File: src/include/mixer_config.svh
`ifndef MIXER_CONFIG_SVH
`define MIXER_CONFIG_SVH

`define MIX_NCHAN       4           // audio channels
`define MIX_CHAN_W      2           // channel index bits
`define MIX_WORD_W      16          // param mem and DMA word
`define MIX_PARAM_AW    4           // {work, chan[1:0], len}
`define MIX_PERIOD_W    15          // sample period bits
`define MIX_VOL_W       7           // unsigned volume bits
`define MIX_DAC_W       8           // PDM DAC resolution
`define MIX_TILE_B      15          // length word bit, tile mem select

// parameter address fields
`define MIX_WORK_SEL    1'b1        // working counters half
`define MIX_HOST_SEL    1'b0        // host register half
`define MIX_LEN_SEL     1'b1        // length word
`define MIX_START_SEL   1'b0        // start/pointer word

// reset values
`define MIX_DAC_RST     8'h00       // DAC value after reset, pdm low
`define MIX_RESTART_RST 4'hF        // force reload of every channel

`endif
File: src/design/mixer_pkg.sv
`default_nettype none

`include "mixer_config.svh"

package mixer_pkg;

typedef logic [`MIX_WORD_W-1:0]     word_t;         // memory, DMA or address word
typedef logic signed [7:0]          sample_t;       // one signed sample
typedef logic [`MIX_CHAN_W-1:0]     chan_t;         // channel index
typedef logic [`MIX_PARAM_AW-1:0]   param_addr_t;   // parameter memory address

typedef enum logic [2:0] {
    ST_CHECK,                                       // look for empty buffer
    ST_RD_PTR,                                      // queue pointer read
    ST_DEC_LEN,                                     // length countdown
    ST_RELOAD,                                      // queue start read
    ST_SET_LEN,                                     // copy length reg to counter
    ST_REQ,                                         // raise DMA request
    ST_WAIT_ACK                                     // wait for DMA word
} fetch_state_t;

endpackage

`default_nettype wire

File: src/design/sample_load_if.sv
`default_nettype none
`timescale 1ns/1ps

`include "mixer_config.svh"

interface sample_load_if
    import mixer_pkg::*;
();
    logic [`MIX_NCHAN-1:0]  buf_ok;         // word buffer valid per channel
    logic                   load;           // one cycle load strobe
    chan_t                  load_chan;      // channel being loaded
    word_t                  load_word;      // two samples, high byte first

    modport fetch (output load, load_chan, load_word, input buf_ok);
    modport player (input load, load_chan, load_word, output buf_ok);
endinterface

`default_nettype wire

File: src/design/audio_mixer_top.sv
`default_nettype none
`timescale 1ns/1ps

`include "mixer_config.svh"

module audio_mixer_top import mixer_pkg::*; (
    input  wire logic                                   clk,
    input  wire logic                                   reset_i,
    input  wire logic                                   audio_enable_i,
    input  wire logic                                   reg_wr_i,
    input  wire logic [`MIX_PARAM_AW-2:0]               reg_addr_i,
    input  wire word_t                                  reg_data_i,
    input  wire logic [`MIX_VOL_W*`MIX_NCHAN-1:0]       vol_l_i,
    input  wire logic [`MIX_VOL_W*`MIX_NCHAN-1:0]       vol_r_i,
    input  wire logic [`MIX_PERIOD_W*`MIX_NCHAN-1:0]    period_i,
    input  wire logic [`MIX_NCHAN-1:0]                  restart_i,
    output logic [`MIX_NCHAN-1:0]                       reload_o,
    output logic                                        dma_vram_req_o,
    output logic                                        dma_tile_req_o,
    output word_t                                       dma_addr_o,
    input  wire logic                                   dma_ack_i,
    input  wire word_t                                  dma_word_i,
    output logic                                        pdm_l_o,
    output logic                                        pdm_r_o
);

logic                   mem_wr;                 // arbiter to param mem
param_addr_t            mem_wr_addr;
word_t                  mem_wr_data;
param_addr_t            rd_addr;                // fetch read port
word_t                  rd_data;
logic                   f_wr;                   // fetch write request
param_addr_t            f_wr_addr;
word_t                  f_wr_data;
sample_t                samples [`MIX_NCHAN];
logic [`MIX_DAC_W-1:0]  out_l;
logic [`MIX_DAC_W-1:0]  out_r;

sample_load_if u_load ();

param_write_arbiter u_arbiter (
    .clk(clk), .reset_i(reset_i),
    .host_wr_i(reg_wr_i), .host_addr_i(reg_addr_i), .host_data_i(reg_data_i),
    .fetch_wr_i(f_wr), .fetch_addr_i(f_wr_addr), .fetch_data_i(f_wr_data),
    .mem_wr_o(mem_wr), .mem_addr_o(mem_wr_addr), .mem_data_o(mem_wr_data)
);

param_mem u_param_mem (
    .clk(clk), .rd_addr_i(rd_addr), .rd_data_o(rd_data),
    .wr_i(mem_wr), .wr_addr_i(mem_wr_addr), .wr_data_i(mem_wr_data)
);

sample_fetch u_fetch (
    .clk(clk), .reset_i(reset_i), .enable_i(audio_enable_i), .restart_i(restart_i),
    .rd_addr_o(rd_addr), .rd_data_i(rd_data),
    .wr_o(f_wr), .wr_addr_o(f_wr_addr), .wr_data_o(f_wr_data),
    .reload_o(reload_o),
    .dma_vram_req_o(dma_vram_req_o), .dma_tile_req_o(dma_tile_req_o),
    .dma_addr_o(dma_addr_o), .dma_ack_i(dma_ack_i), .dma_word_i(dma_word_i),
    .ld(u_load.fetch)
);

channel_player u_player (
    .clk(clk), .reset_i(reset_i), .enable_i(audio_enable_i), .restart_i(restart_i),
    .period_i(period_i), .sample_o(samples), .ld(u_load.player)
);

channel_mixer u_mixer (
    .clk(clk), .reset_i(reset_i), .sample_i(samples),
    .vol_l_i(vol_l_i), .vol_r_i(vol_r_i), .out_l_o(out_l), .out_r_o(out_r)
);

pdm_dac #(.WIDTH(`MIX_DAC_W)) u_dac_l (
    .clk(clk), .reset_i(reset_i), .value_i(out_l), .pulse_o(pdm_l_o)
);

pdm_dac #(.WIDTH(`MIX_DAC_W)) u_dac_r (
    .clk(clk), .reset_i(reset_i), .value_i(out_r), .pulse_o(pdm_r_o)
);

endmodule

`default_nettype wire

File: src/design/pdm_dac.sv
`default_nettype none
`timescale 1ns/1ps

module pdm_dac #(
    parameter int WIDTH = 8
) (
    input  wire logic               clk,
    input  wire logic               reset_i,
    input  wire logic [WIDTH-1:0]   value_i,    // unsigned level
    output logic                    pulse_o     // density follows value_i
);

logic [WIDTH:0] acc;                            // carry bit is the pulse

always_ff @(posedge clk) begin
    if (reset_i) begin
        acc <= '0;
    end else begin
        acc <= {1'b0, acc[WIDTH-1:0]} + {1'b0, value_i};
    end
end

assign pulse_o = acc[WIDTH];

endmodule

`default_nettype wire

File: src/design/channel_mixer.sv
`default_nettype none
`timescale 1ns/1ps

`include "mixer_config.svh"

module channel_mixer import mixer_pkg::*; (
    input  wire logic                               clk,
    input  wire logic                               reset_i,
    input  wire sample_t                            sample_i [`MIX_NCHAN],
    input  wire logic [`MIX_VOL_W*`MIX_NCHAN-1:0]   vol_l_i,
    input  wire logic [`MIX_VOL_W*`MIX_NCHAN-1:0]   vol_r_i,
    output logic [`MIX_DAC_W-1:0]                   out_l_o,    // unsigned, 0x80 is silence
    output logic [`MIX_DAC_W-1:0]                   out_r_o
);

logic [`MIX_CHAN_W:0]   mix_chan;               // extra step for clamp and output
chan_t                  cidx;
logic signed [15:0]     prod_l;
logic signed [15:0]     prod_r;
logic signed [15:0]     acc_l;
logic signed [15:0]     acc_r;

// upper accumulator bits, clamped and made unsigned
function automatic logic [`MIX_DAC_W-1:0] clamp_u(input logic signed [15:0] acc);
    logic signed [9:0] top;
    top = acc[15:6];
    if (top < -10'sd128) begin
        clamp_u = 8'h00;
    end else if (top > 10'sd127) begin
        clamp_u = 8'hFF;
    end else begin
        clamp_u = top[7:0] ^ 8'h80;             // flip sign bit
    end
endfunction

assign cidx   = chan_t'(mix_chan);
assign prod_l = sample_i[cidx] * $signed({1'b0, vol_l_i[cidx*`MIX_VOL_W +: `MIX_VOL_W]});
assign prod_r = sample_i[cidx] * $signed({1'b0, vol_r_i[cidx*`MIX_VOL_W +: `MIX_VOL_W]});

always_ff @(posedge clk) begin
    if (mix_chan == '0) begin
        acc_l <= prod_l;                        // first channel starts a new sum
        acc_r <= prod_r;
    end else if (mix_chan != `MIX_NCHAN) begin
        acc_l <= acc_l + prod_l;
        acc_r <= acc_r + prod_r;
    end
end

always_ff @(posedge clk) begin
    if (reset_i) begin
        mix_chan <= '0;
        out_l_o  <= `MIX_DAC_RST;
        out_r_o  <= `MIX_DAC_RST;
    end else if (mix_chan == `MIX_NCHAN) begin
        mix_chan <= '0;
        out_l_o  <= clamp_u(acc_l);             // once per round
        out_r_o  <= clamp_u(acc_r);
    end else begin
        mix_chan <= mix_chan + 1'b1;
    end
end

endmodule

`default_nettype wire

File: src/design/channel_player.sv
`default_nettype none
`timescale 1ns/1ps

`include "mixer_config.svh"

module channel_player import mixer_pkg::*; (
    input  wire logic                                   clk,
    input  wire logic                                   reset_i,
    input  wire logic                                   enable_i,
    input  wire logic [`MIX_NCHAN-1:0]                  restart_i,
    input  wire logic [`MIX_PERIOD_W*`MIX_NCHAN-1:0]    period_i,
    output sample_t                                     sample_o [`MIX_NCHAN],
    sample_load_if.player                               ld
);

word_t                  buf_q [`MIX_NCHAN];             // sample word per channel
logic [`MIX_NCHAN-1:0]  odd_q;                          // low byte is next
logic [`MIX_PERIOD_W:0] per_cnt [`MIX_NCHAN];           // top bit set on underflow

always_ff @(posedge clk) begin
    for (int i = 0; i < `MIX_NCHAN; i++) begin
        if (ld.load && ld.load_chan == chan_t'(i)) begin
            buf_q[i] <= ld.load_word;
        end
    end
end

always_ff @(posedge clk) begin
    if (reset_i) begin
        ld.buf_ok <= '0;
        odd_q     <= '0;
        for (int i = 0; i < `MIX_NCHAN; i++) begin
            per_cnt[i]  <= '0;
            sample_o[i] <= '0;
        end
    end else begin
        for (int i = 0; i < `MIX_NCHAN; i++) begin
            if (!per_cnt[i][`MIX_PERIOD_W]) begin
                per_cnt[i] <= per_cnt[i] - 1'b1;        // count down, stick at underflow
            end
            if (per_cnt[i][`MIX_PERIOD_W] && ld.buf_ok[i]) begin
                per_cnt[i]  <= {1'b0, period_i[i*`MIX_PERIOD_W +: `MIX_PERIOD_W]};
                odd_q[i]    <= ~odd_q[i];
                sample_o[i] <= odd_q[i] ? buf_q[i][7:0] : buf_q[i][15:8];
                if (odd_q[i]) begin
                    ld.buf_ok[i] <= 1'b0;               // word used up, ask for next
                end
            end
            if (ld.load && ld.load_chan == chan_t'(i)) begin
                ld.buf_ok[i] <= 1'b1;
            end
            if (!enable_i || restart_i[i]) begin
                per_cnt[i]   <= '1;                     // expire now
                ld.buf_ok[i] <= 1'b0;
                odd_q[i]     <= 1'b0;                   // start on high byte
            end
            if (!enable_i) begin
                sample_o[i] <= '0;                      // silence while off
            end
        end
    end
end

endmodule

`default_nettype wire

File: src/design/sample_fetch.sv
`default_nettype none
`timescale 1ns/1ps

`include "mixer_config.svh"

module sample_fetch import mixer_pkg::*; (
    input  wire logic                   clk,
    input  wire logic                   reset_i,
    input  wire logic                   enable_i,
    input  wire logic [`MIX_NCHAN-1:0]  restart_i,
    output param_addr_t                 rd_addr_o,
    input  wire word_t                  rd_data_i,
    output logic                        wr_o,
    output param_addr_t                 wr_addr_o,
    output word_t                       wr_data_o,
    output logic [`MIX_NCHAN-1:0]       reload_o,
    output logic                        dma_vram_req_o,
    output logic                        dma_tile_req_o,
    output word_t                       dma_addr_o,
    input  wire logic                   dma_ack_i,
    input  wire word_t                  dma_word_i,
    sample_load_if.fetch                ld
);

fetch_state_t           state;
chan_t                  fetch_chan;             // channel being serviced
logic [`MIX_NCHAN-1:0]  restart_q;              // pending reloads
logic                   fetch_tile;             // request goes to tile mem
logic                   empty_found;
chan_t                  empty_chan;             // lowest empty channel
word_t                  len_dec;                // length - 1, bit 15 is underflow

function automatic param_addr_t paddr(input logic work, input chan_t ch, input logic len);
    paddr = {work, ch, len};
endfunction

assign len_dec = {1'b0, rd_data_i[`MIX_TILE_B-1:0]} - word_t'(1);

always_comb begin
    empty_found = 1'b0;
    empty_chan  = '0;
    for (int i = `MIX_NCHAN-1; i >= 0; i--) begin   // lowest index wins
        if (!ld.buf_ok[i]) begin
            empty_found = 1'b1;
            empty_chan  = chan_t'(i);
        end
    end
end

// returned word goes straight to the player, valid next cycle
assign ld.load      = (state == ST_WAIT_ACK) && dma_ack_i;
assign ld.load_chan = fetch_chan;
assign ld.load_word = dma_word_i;

always_ff @(posedge clk) begin
    if (reset_i) begin
        state          <= ST_CHECK;
        fetch_chan     <= '0;
        restart_q      <= `MIX_RESTART_RST;
        fetch_tile     <= 1'b0;
        rd_addr_o      <= '0;
        wr_o           <= 1'b0;
        wr_addr_o      <= '0;
        wr_data_o      <= '0;
        reload_o       <= '0;
        dma_vram_req_o <= 1'b0;
        dma_tile_req_o <= 1'b0;
        dma_addr_o     <= '0;
    end else begin
        wr_o      <= 1'b0;
        reload_o  <= '0;
        restart_q <= restart_q | restart_i | {`MIX_NCHAN{~enable_i}};
        case (state)
            ST_CHECK: begin
                if (empty_found) begin
                    fetch_chan <= empty_chan;
                    rd_addr_o  <= paddr(`MIX_WORK_SEL, empty_chan, `MIX_LEN_SEL);
                    state      <= ST_RD_PTR;
                end
            end
            ST_RD_PTR: begin                            // length counter on its way
                rd_addr_o <= paddr(`MIX_WORK_SEL, fetch_chan, `MIX_START_SEL);
                state     <= ST_DEC_LEN;
            end
            ST_DEC_LEN: begin
                wr_o      <= 1'b1;                      // count down, keep tile bit
                wr_addr_o <= paddr(`MIX_WORK_SEL, fetch_chan, `MIX_LEN_SEL);
                wr_data_o <= {rd_data_i[`MIX_TILE_B], len_dec[`MIX_TILE_B-1:0]};
                restart_q[fetch_chan] <= 1'b0;
                if (len_dec[`MIX_TILE_B] || restart_q[fetch_chan]
                        || restart_i[fetch_chan]) begin
                    rd_addr_o <= paddr(`MIX_HOST_SEL, fetch_chan, `MIX_LEN_SEL);
                    state     <= ST_RELOAD;
                end else begin
                    fetch_tile <= rd_data_i[`MIX_TILE_B];
                    state      <= ST_REQ;               // pointer data arrives next
                end
            end
            ST_RELOAD: begin                            // pointer data ignored
                rd_addr_o <= paddr(`MIX_HOST_SEL, fetch_chan, `MIX_START_SEL);
                state     <= ST_SET_LEN;
            end
            ST_SET_LEN: begin
                wr_o                 <= 1'b1;           // length reg into counter
                wr_addr_o            <= paddr(`MIX_WORK_SEL, fetch_chan, `MIX_LEN_SEL);
                wr_data_o            <= rd_data_i;
                fetch_tile           <= rd_data_i[`MIX_TILE_B];
                reload_o[fetch_chan] <= 1'b1;
                state                <= ST_REQ;
            end
            ST_REQ: begin                               // pointer or start on rd_data_i
                dma_vram_req_o <= ~fetch_tile;
                dma_tile_req_o <= fetch_tile;
                dma_addr_o     <= rd_data_i;
                state          <= ST_WAIT_ACK;
            end
            ST_WAIT_ACK: begin
                if (dma_ack_i) begin
                    dma_vram_req_o <= 1'b0;
                    dma_tile_req_o <= 1'b0;
                    wr_o           <= 1'b1;             // pointer write-back, off the length slot
                    wr_addr_o      <= paddr(`MIX_WORK_SEL, fetch_chan, `MIX_START_SEL);
                    wr_data_o      <= dma_addr_o + word_t'(1);
                    state          <= ST_CHECK;
                end
            end
            default: state <= ST_CHECK;
        endcase
        if (!enable_i) begin                            // abandon fetch, drop request
            state          <= ST_CHECK;
            dma_vram_req_o <= 1'b0;
            dma_tile_req_o <= 1'b0;
        end
    end
end

a_one_req: assert property (@(posedge clk) disable iff (reset_i)
    !(dma_vram_req_o && dma_tile_req_o));

endmodule

`default_nettype wire

File: src/design/param_mem.sv
`default_nettype none
`timescale 1ns/1ps

`include "mixer_config.svh"

module param_mem import mixer_pkg::*; (
    input  wire logic           clk,
    input  wire param_addr_t    rd_addr_i,
    output word_t               rd_data_o,      // valid one cycle after rd_addr_i
    input  wire logic           wr_i,
    input  wire param_addr_t    wr_addr_i,
    input  wire word_t          wr_data_i
);

word_t mem [2**`MIX_PARAM_AW];                  // host regs low half, counters high half

always_ff @(posedge clk) begin
    if (wr_i) begin
        mem[wr_addr_i] <= wr_data_i;
    end
    rd_data_o <= mem[rd_addr_i];                // registered read
end

endmodule

`default_nettype wire

File: src/design/param_write_arbiter.sv
`default_nettype none
`timescale 1ns/1ps

`include "mixer_config.svh"

module param_write_arbiter import mixer_pkg::*; (
    input  wire logic                       clk,
    input  wire logic                       reset_i,
    input  wire logic                       host_wr_i,
    input  wire logic [`MIX_PARAM_AW-2:0]   host_addr_i,    // {chan, len}
    input  wire word_t                      host_data_i,
    input  wire logic                       fetch_wr_i,
    input  wire param_addr_t                fetch_addr_i,
    input  wire word_t                      fetch_data_i,
    output logic                            mem_wr_o,
    output param_addr_t                     mem_addr_o,
    output word_t                           mem_data_o
);

logic                       pend_q;         // host write waiting
logic [`MIX_PARAM_AW-2:0]   pend_addr;      // held host address
word_t                      pend_data;      // held host data

always_ff @(posedge clk) begin
    if (reset_i) begin
        pend_q <= 1'b0;
    end else if (host_wr_i) begin
        pend_q <= 1'b1;                     // latch new host write
    end else if (!fetch_wr_i) begin
        pend_q <= 1'b0;                     // forwarded this cycle
    end
end

always_ff @(posedge clk) begin
    if (host_wr_i) begin
        pend_addr <= host_addr_i;
        pend_data <= host_data_i;
    end
end

// fetch engine wins, host goes on the next free cycle
always_comb begin
    mem_wr_o   = fetch_wr_i | pend_q;
    mem_addr_o = fetch_addr_i;
    mem_data_o = fetch_data_i;
    if (!fetch_wr_i) begin
        mem_addr_o = {`MIX_HOST_SEL, pend_addr};    // host half only
        mem_data_o = pend_data;
    end
end

// fetch never writes twice in a row, so a blocked write lands next cycle
a_pend_once: assert property (@(posedge clk) disable iff (reset_i)
    (pend_q && fetch_wr_i) |=> !fetch_wr_i);

endmodule

`default_nettype wire

File: config.mk
export PLATFORM = sky130hd
export DESIGN_NAME = audio_mixer_top
export DESIGN_NICKNAME = d
export VERILOG_FILES = /design/src/design/mixer_pkg.sv /design/src/design/sample_load_if.sv /design/src/design/audio_mixer_top.sv /design/src/design/pdm_dac.sv /design/src/design/channel_mixer.sv /design/src/design/channel_player.sv /design/src/design/sample_fetch.sv /design/src/design/param_mem.sv /design/src/design/param_write_arbiter.sv
export VERILOG_INCLUDE_DIRS = /design/src /design/src/include
export SDC_FILE = /design/constraint.sdc
export NUM_CORES = 1
export LEC_CHECK = 0
export BUFFER_PORTS_ARGS = -buffer_cell sky130_fd_sc_hd__buf_4
export CAP_MARGIN = 10
export CORE_UTILIZATION = 35
export CTS_CLUSTER_SIZE = 16
export DETAILED_ROUTE_END_ITERATION = 6
export PLACE_DENSITY = 0.59
export SKIP_CTS_REPAIR_TIMING = 1
export SLEW_MARGIN = 40
export SYNTH_ARGS = -nofsm -noshare
export SYNTH_HDL_FRONTEND = slang
export SYNTH_SLANG_ARGS = --single-unit
File: constraint.sdc
create_clock -name clk -period 9.6 [get_ports clk]
set_clock_uncertainty 0.2 [all_clocks]
set_input_delay 0.96 -clock clk [delete_from_list [all_inputs] [get_ports clk]]
set_output_delay 0.96 -clock clk [all_outputs]
set_load 0.005 [all_outputs]
==> results.ini, run 1 <==
[pwr]
ir_drop_mv=0.169
netSwitchingPower_uw=1460
power_frac_seq_pct=48.4
p_leak_uw=0.0135
p_int_uw=4550
power_uw=6020
power_density_nw_per_um2=167
combPwrFrac_pct=7.8
switching_share_pct=24.3
p_clk_share_pct=43.8

[sta]
setup_viol=0
rsz0062_at_grt=no
slew_violations=0
hold_viol=0
max-slew-margin-rel_pct=43.4
holdWs_ns=0.269
fin_crit_sh_pct=75.6
fmaxAchievable_mhz=138
setup_tns_ns=0
min_period_ns=7.26
worst_pin_slew_ns=0.849

[route]
avgRoutedWirePerCell_um=19.6
drtIter0Drc=1326
drc=0
drtAntennaViolNets=0
via_per_inst=5.20
dr_total_vias=20600
drtPass1Iterations=7
routed_wirelength_um=77400

[cells_and_area]
syn_to_final_growth_pct=16.6
layout.cells.non_filler=3959
stdcell_area_sq_um=36100
mostFrequentLayoutCells=edfxtp_1, buf_4, nor2_1, inv_1, nand2_1
fillCellCount=8166
finalNetCount=3126
layout_commonest_cell=edfxtp_1
drive_gt1_share_pct=17.6

[place]
dpl.cell_count=3832
hpwl_um=55800
io_buffer_count=183
place_congestion=0.857
placed_cell_area_sq_um=33700

[clocking]
clk_path_buf_depth=3
numCtsBuffers=68
htreeDepth=3
insertion_delay_ns=0.63
cts_tree=yes
root_buffer=clkbuf_16
cts_sinks=586
path_clk_slew_ns=0.07

[floorplanning]
die_area_sq_um=89600
core_region_area_sq_um=87200
die_w_um=299
num_rows=108
die_h_um=299
initial_core_util_pct=35.5
pin_count=184

[yosys]
synth-seq-area-share_pct=52.0
synthArstFlopShare_pct=0
synth_area_sq_um=30900
synth-seq-cells=586
synth_edf_count=435
syn-instance-count=2561
syn_avg_cell_area_sq_um=12.1
dominantRegCellSynth=edfxtp_1
synth_nets=2939
synth.distinct_cells=71
ys_warn_count=0

[setup_path]
crit_type=reg -> reg
r2r_slack_ns=2.34
start_kind=register
r2r-start=u_mixer.mix_chan[0]$_SDFF_PP0_
cp.arrival_ns=7.40
reg2reg_depth=23
crit_start=u_mixer.mix_chan[0]$_SDFF_PP0_
cp-endpoint=u_mixer.acc_r[14]$_DFFE_PP_
cp.required_ns=9.74
end_kind=register
critPathMaxFanout=17
rr_endpoint=u_mixer.acc_r[14]$_DFFE_PP_

[grt]
grt_max_degree=66
grt_overflow=0
grt_pass1_wl_um=120000
grt_usage_pct=17.2
antenna_found_initial=3
grt_pass1_vias=21000

[run]
maxCapViolCount=0

[min_path]
hp-class=reg -> reg

[run_status]
run_status=finished clean

-- kinds of logic after synthesis --
logic type / share of synthesized area (%)
xor gates and xnor gates: 3.42
adders and majority gates: 11.1
muxes: 9.74
DFF: 52.0
buffers and inverters: 3.78
AOI/OAI and AO/OA: 9.36
and+or+nand+nor: 10.6
-- layout make-up --
| cell class | count | area, sq um | share of cell area, % |
|---|---|---|---|
| Timing Repair Buffer | 222 | 1680 | 4.66 |
| Clock buffer | 92 | 1870 | 5.19 |
| Antenna cell | 1 | 2.50 | 0.00694 |
| Clock inverter | 33 | 463 | 1.28 |
| Tap cell | 1155 | 1450 | 4.01 |
| Inverter | 204 | 766 | 2.12 |
| Sequential cell | 586 | 16100 | 44.6 |
| Multi-Input combinational cell | 1666 | 13700 | 38.1 |
-- power by group through the flow --
| stage | sequential [uW] | clock (uW) | combinational [uW] |
|---|---|---|---|
| after global placement | 2970 | 0 | 456 |
| after detailed placement | 2970 | 0 | 469 |
| final | 2910 | 2630 | 470 |
| after CTS | 2920 | 2690 | 471 |
| after global routing | 2920 | 2790 | 520 |
| after floorplan | 2920 | 0 | 328 |
-- per-stage QoR --
stage / util (%) / setup slack, ns
CTS: 41.4 / 2.29
global route: 41.4 / 1.99
detailed placement: 38.7 / 2.30
floorplan: - / 2.47
global placement: 38.6 / 2.28
finish: 41.4 / 2.34
-- Yosys cell counts, types with 7 or more instances --
library cell / number / share of area [%]
a211o_1: 7 / 0.20
a211oi_1: 61 / 1.5
a21boi_0: 7 / 0.17
a21o_1: 18 / 0.44
a21oi_1: 149 / 2.4
a31oi_1: 9 / 0.18
and2_1: 103 / 2.1
and3_1: 8 / 0.16
and4_1: 7 / 0.20
buf_1: 10 / 0.12
buf_2: 8 / 0.13
clkbuf_1: 87 / 1.1
dfxtp_1: 151 / 9.8
edfxtp_1: 435 / 42
fa_1: 96 / 6.2
ha_1: 122 / 4.9
inv_1: 202 / 2.5
mux2_2: 27 / 0.98
mux2i_1: 39 / 1.3
mux4_2: 103 / 7.5
nand2_1: 183 / 2.2
nand2b_1: 9 / 0.18
nand3_1: 23 / 0.37
nand4_1: 11 / 0.22
nor2_1: 218 / 2.6
nor2b_1: 13 / 0.26
nor3_1: 54 / 0.87
nor4_1: 14 / 0.28
o211ai_1: 9 / 0.22
o21a_1: 23 / 0.56
o21ai_0: 130 / 2.1
o22ai_1: 7 / 0.14
or3_1: 10 / 0.20
xnor2_1: 75 / 2.1
xor2_1: 46 / 1.3
-- sequential cells by signal, indices dropped and copies added (netlist names), 8 cells and up --
signal / cells
u_fetch.wr_data_o: 16
u_player.buf_q: 64
u_fetch.dma_addr_o: 16
u_param_mem.rd_data_o: 16
u_dac_r.acc: 9
u_arbiter.pend_data: 16
u_dac_l.acc: 9
u_player.sample_o: 32
u_mixer.acc_r: 16
u_player.per_cnt: 64
u_param_mem.mem: 256
u_mixer.out_l_o: 8
u_mixer.acc_l: 16
u_mixer.out_r_o: 8
-- worst min-delay path by stage --
| stage | startpoint | slack [ns] | to | depth (start not counted) |
|---|---|---|---|---|
| final | u_mixer.out_r_o[4]$_SDFFE_PP0P_ | 0.27 | u_mixer.out_r_o[4]$_SDFFE_PP0P_ | 2 |
| after global routing | reg_data_i[13] | 0.26 | u_arbiter.pend_data[13]$_DFFE_PP_ | 1 |
| after CTS | reg_addr_i[1] | 0.25 | u_arbiter.pend_addr[1]$_DFFE_PP_ | 1 |
| after detailed placement | u_fetch.wr_data_o[15]$_SDFFE_PP0P_ | 0.25 | u_fetch.wr_data_o[15]$_SDFFE_PP0P_ | 2 |
| after global placement | u_mixer.out_r_o[0]$_SDFFE_PP0P_ | 0.25 | u_mixer.out_r_o[0]$_SDFFE_PP0P_ | 2 |
| after floorplan | u_mixer.out_l_o[0]$_SDFFE_PP0P_ | 0.23 | u_mixer.out_l_o[0]$_SDFFE_PP0P_ | 2 |
-- critical path, stage by stage (launching register included) --
cell,delay (ns)
dfxtp_2,0.73
buf_4,0.33
mux4_2,0.63
and2_1,0.20
fa_1,0.54
inv_1,0.06
fa_1,0.52
inv_1,0.05
fa_1,0.47
inv_1,0.05
fa_1,0.47
inv_1,0.04
ha_1,0.31
o21a_1,0.19
o21a_1,0.18
o221ai_1,0.25
o21ai_0,0.15
xor2_1,0.19
ha_1,0.38
and4_1,0.31
and4_1,0.23
o22ai_1,0.10
xnor2_1,0.14
mux2_2,0.26
-- per-layer routing --
layer  GRT usage (%)  vias up  routed length (um)
met5               0        -                  43
met4            4.83        6                1740
met3            2.62      118                4050
met2            29.5      513               38700
met1            22.4    10300               33000
li1                -     9643                   -
Power figures use the tool's default switching activity.
==> run 2, diff against run 1 <==
- ABC_AREA: unset -> 1
- PLACE_DENSITY: 0.59 -> 0.61
- clock period: 9.6 -> 6.3 ns (I/O delays scaled with it)
==> run 2 against run 1 <==
Compared with the run above:
- die area increased by 3.6%
- cell area rose by 5.2%
- sequential power rose by 61%
- highest routed layer is now met4
==> results.ini, run 2 <==
[setup_path]
critical-path-top-delay-family=adder cells
cp.required_ns=6.45
max_stage_delay_ns=0.50
slowest_stage=fa_1
crit_type=reg -> reg
start_kind=register
crit_buf_inv=7
critPathMaxFanout=8
r2r_slack_ns=0.30
end_kind=register
cp.arrival_ns=6.15

[floorplanning]
die_w_um=305
die_h_um=305
core_region_area_sq_um=90400
num_rows=110
die_area_sq_um=92800
pin_count=184
initial_core_util_pct=35.4

[grt]
grt_pass1_vias=24300
grt_pass1_wl_um=135000
grt_usage_pct=18.3
antenna_found_initial=0
grt_overflow=0
grt_max_degree=80

[route]
routed_wirelength_um=86400
via_per_inst=5.09
drtIter0Drc=1996
avgRoutedWirePerCell_um=17.3
drtAntennaViolNets=0
drc=0
drtPass1Iterations=5
dr_total_vias=25400

[yosys]
syn_avg_cell_area_sq_um=9.09
synth_nets=3903
synth-seq-cells=586
synth-seq-area-share_pct=50.2
synthTopCellsByArea=edfxtp_1, dfxtp_1, nand2_1, fa_1, nor2_1
synth_most_common_cell=nand2_1
muxShareOfSynthArea_pct=0
synth_xor_area_share_pct=0.847
yosys.area_share.simple_pct=18.2
dominantRegCellSynth=edfxtp_1
synthAdderAreaFrac_pct=10.8
syn-instance-count=3525
synth_top_family_by_area=simple AND/OR/NAND/NOR gates
synth_area_sq_um=32000
synth_edf_count=435
ys_warn_count=0
synthArstFlopShare_pct=0
synth_top_area_cell=edfxtp_1
ys_top_cells_by_count=nand2_1, nor2_1, edfxtp_1
synth_compound_area_share_pct=13.3
synth_top_area_share_pct=40.8
synth.distinct_cells=58

[sta]
setup_ws_ns=0.302
min_period_ns=6.00
fmaxAchievable_mhz=167
slew_violations=0
hold_viol=0
rsz0062_at_grt=yes
setup_viol=0
max-slew-margin-rel_pct=43.5
holdWs_ns=0.0527
fin_crit_sh_pct=95.2
worst_pin_slew_ns=0.843
setup_tns_ns=0

[clocking]
clk_path_buf_depth=3
cts_tree=yes
numCtsBuffers=68
root_buffer=clkbuf_16
htreeDepth=3
insertion_delay_ns=0.62
path_clk_slew_ns=0.06
cts_sinks=586

[cells_and_area]
mostFrequentLayoutCells=nand2_1, nor2_1, edfxtp_1, inv_1, o21ai_0
layout.cells.non_filler=4992
fillCellCount=8836
top_register=u_param_mem.mem
largest_reg_flops=256
reg_top3=u_param_mem.mem (256), u_player.buf_q (64), u_player.per_cnt (64)
num_antenna_cells=0
finalNetCount=4142
layout_commonest_cell=nand2_1
syn_to_final_growth_pct=18.4
drive_gt1_share_pct=13.5

[place]
pre_cts_slack_ns=-0.0274
place_congestion=0.871
dpl.cell_count=4846
hpwl_um=59700
io_buffer_count=183

[pwr]
ir_drop_mv=0.267
p_leak_uw=0.0156
power_density_nw_per_um2=369

[min_path]
hp-class=in -> reg

[run_status]
run_status=finished clean

[run]
maxCapViolCount=0

==> run 2: through the flow <==
stage	total power (uW)	util (%)	area, sq um
after floorplan	8350	-	32000
after global placement	9660	38.7	35000
after detailed placement	9680	38.7	35000
after CTS	13700	41.3	37300
after global routing	15000	42.0	37900
final	14000	42.0	37900
==> run 2: logic make-up (layout without fill, tap and decap cells) <==
group,count (synthesis),count (layout)
AOI/OAI and AO/OA,726,726
xor gates and xnor gates,31,31
adders and majority gates,218,218
buffers and inverters,539,830
DFF,586,586
and+or+nand+nor,1425,1425
==> run 2: final cells by class <==
type                    count  area [sq um]  area share, %
clock buffers              89          1830           4.83
clock inverters            33           438           1.15
inverters                 411          1560           4.12
multi-input cells        2400         14100           37.3
flip-flops and latches    586         16100           42.4
well taps                1176          1470           3.88
repair buffers            297          2400           6.32
==> run 2: worst register-to-register path: stages (launching register included) <==
cell,delay (ns)
dfxtp_4,0.42
inv_8,0.06
clkbuf_16,0.15
nand2_1,0.07
a32oi_2,0.16
inv_2,0.11
buf_4,0.16
nor2_1,0.08
fa_1,0.44
fa_1,0.48
inv_1,0.05
fa_1,0.50
fa_1,0.50
inv_1,0.05
ha_1,0.33
a21oi_1,0.24
nand2_1,0.13
xor2_1,0.21
inv_1,0.11
ha_1,0.36
a21oi_1,0.24
o21ai_0,0.15
nand2_1,0.08
nand3_1,0.07
or2_2,0.27
nand3_1,0.07
nand2_1,0.06
==> run 2: final timing paths <==
kind,from,to,cells after the start
max,u_mixer.mix_chan[0]$_SDFF_PP0_,u_mixer.acc_l[12]$_DFFE_PP_,26
min,dma_word_i[3],u_player.buf_q[0][3]$_DFFE_PP_,1
max reg2reg,u_mixer.mix_chan[0]$_SDFF_PP0_,u_mixer.acc_l[12]$_DFFE_PP_,26
min reg2reg,u_fetch.fetch_tile$_SDFFE_PP0P_,u_fetch.fetch_tile$_SDFFE_PP0P_,2
==> run 2: report_power, final <==
| group | internal, uW | total [uW] | leakage, uW | switching, uW |
|---|---|---|---|---|
| logic | 2160 | 5320 | 0.00915 | 3150 |
| clock network | 2330 | 4000 | 0.00108 | 1660 |
| registers | 4500 | 4690 | 0.00533 | 186 |
| total | 9000 | 14000 | 0.0156 | 5000 |
==> run 2: per-layer routing <==
layer  wire length [um]  global-route usage, %
met5                  0                      0
met4               1770                   4.83
met3               5400                   2.69
met2              38900                   29.1
met1              40400                   26.0
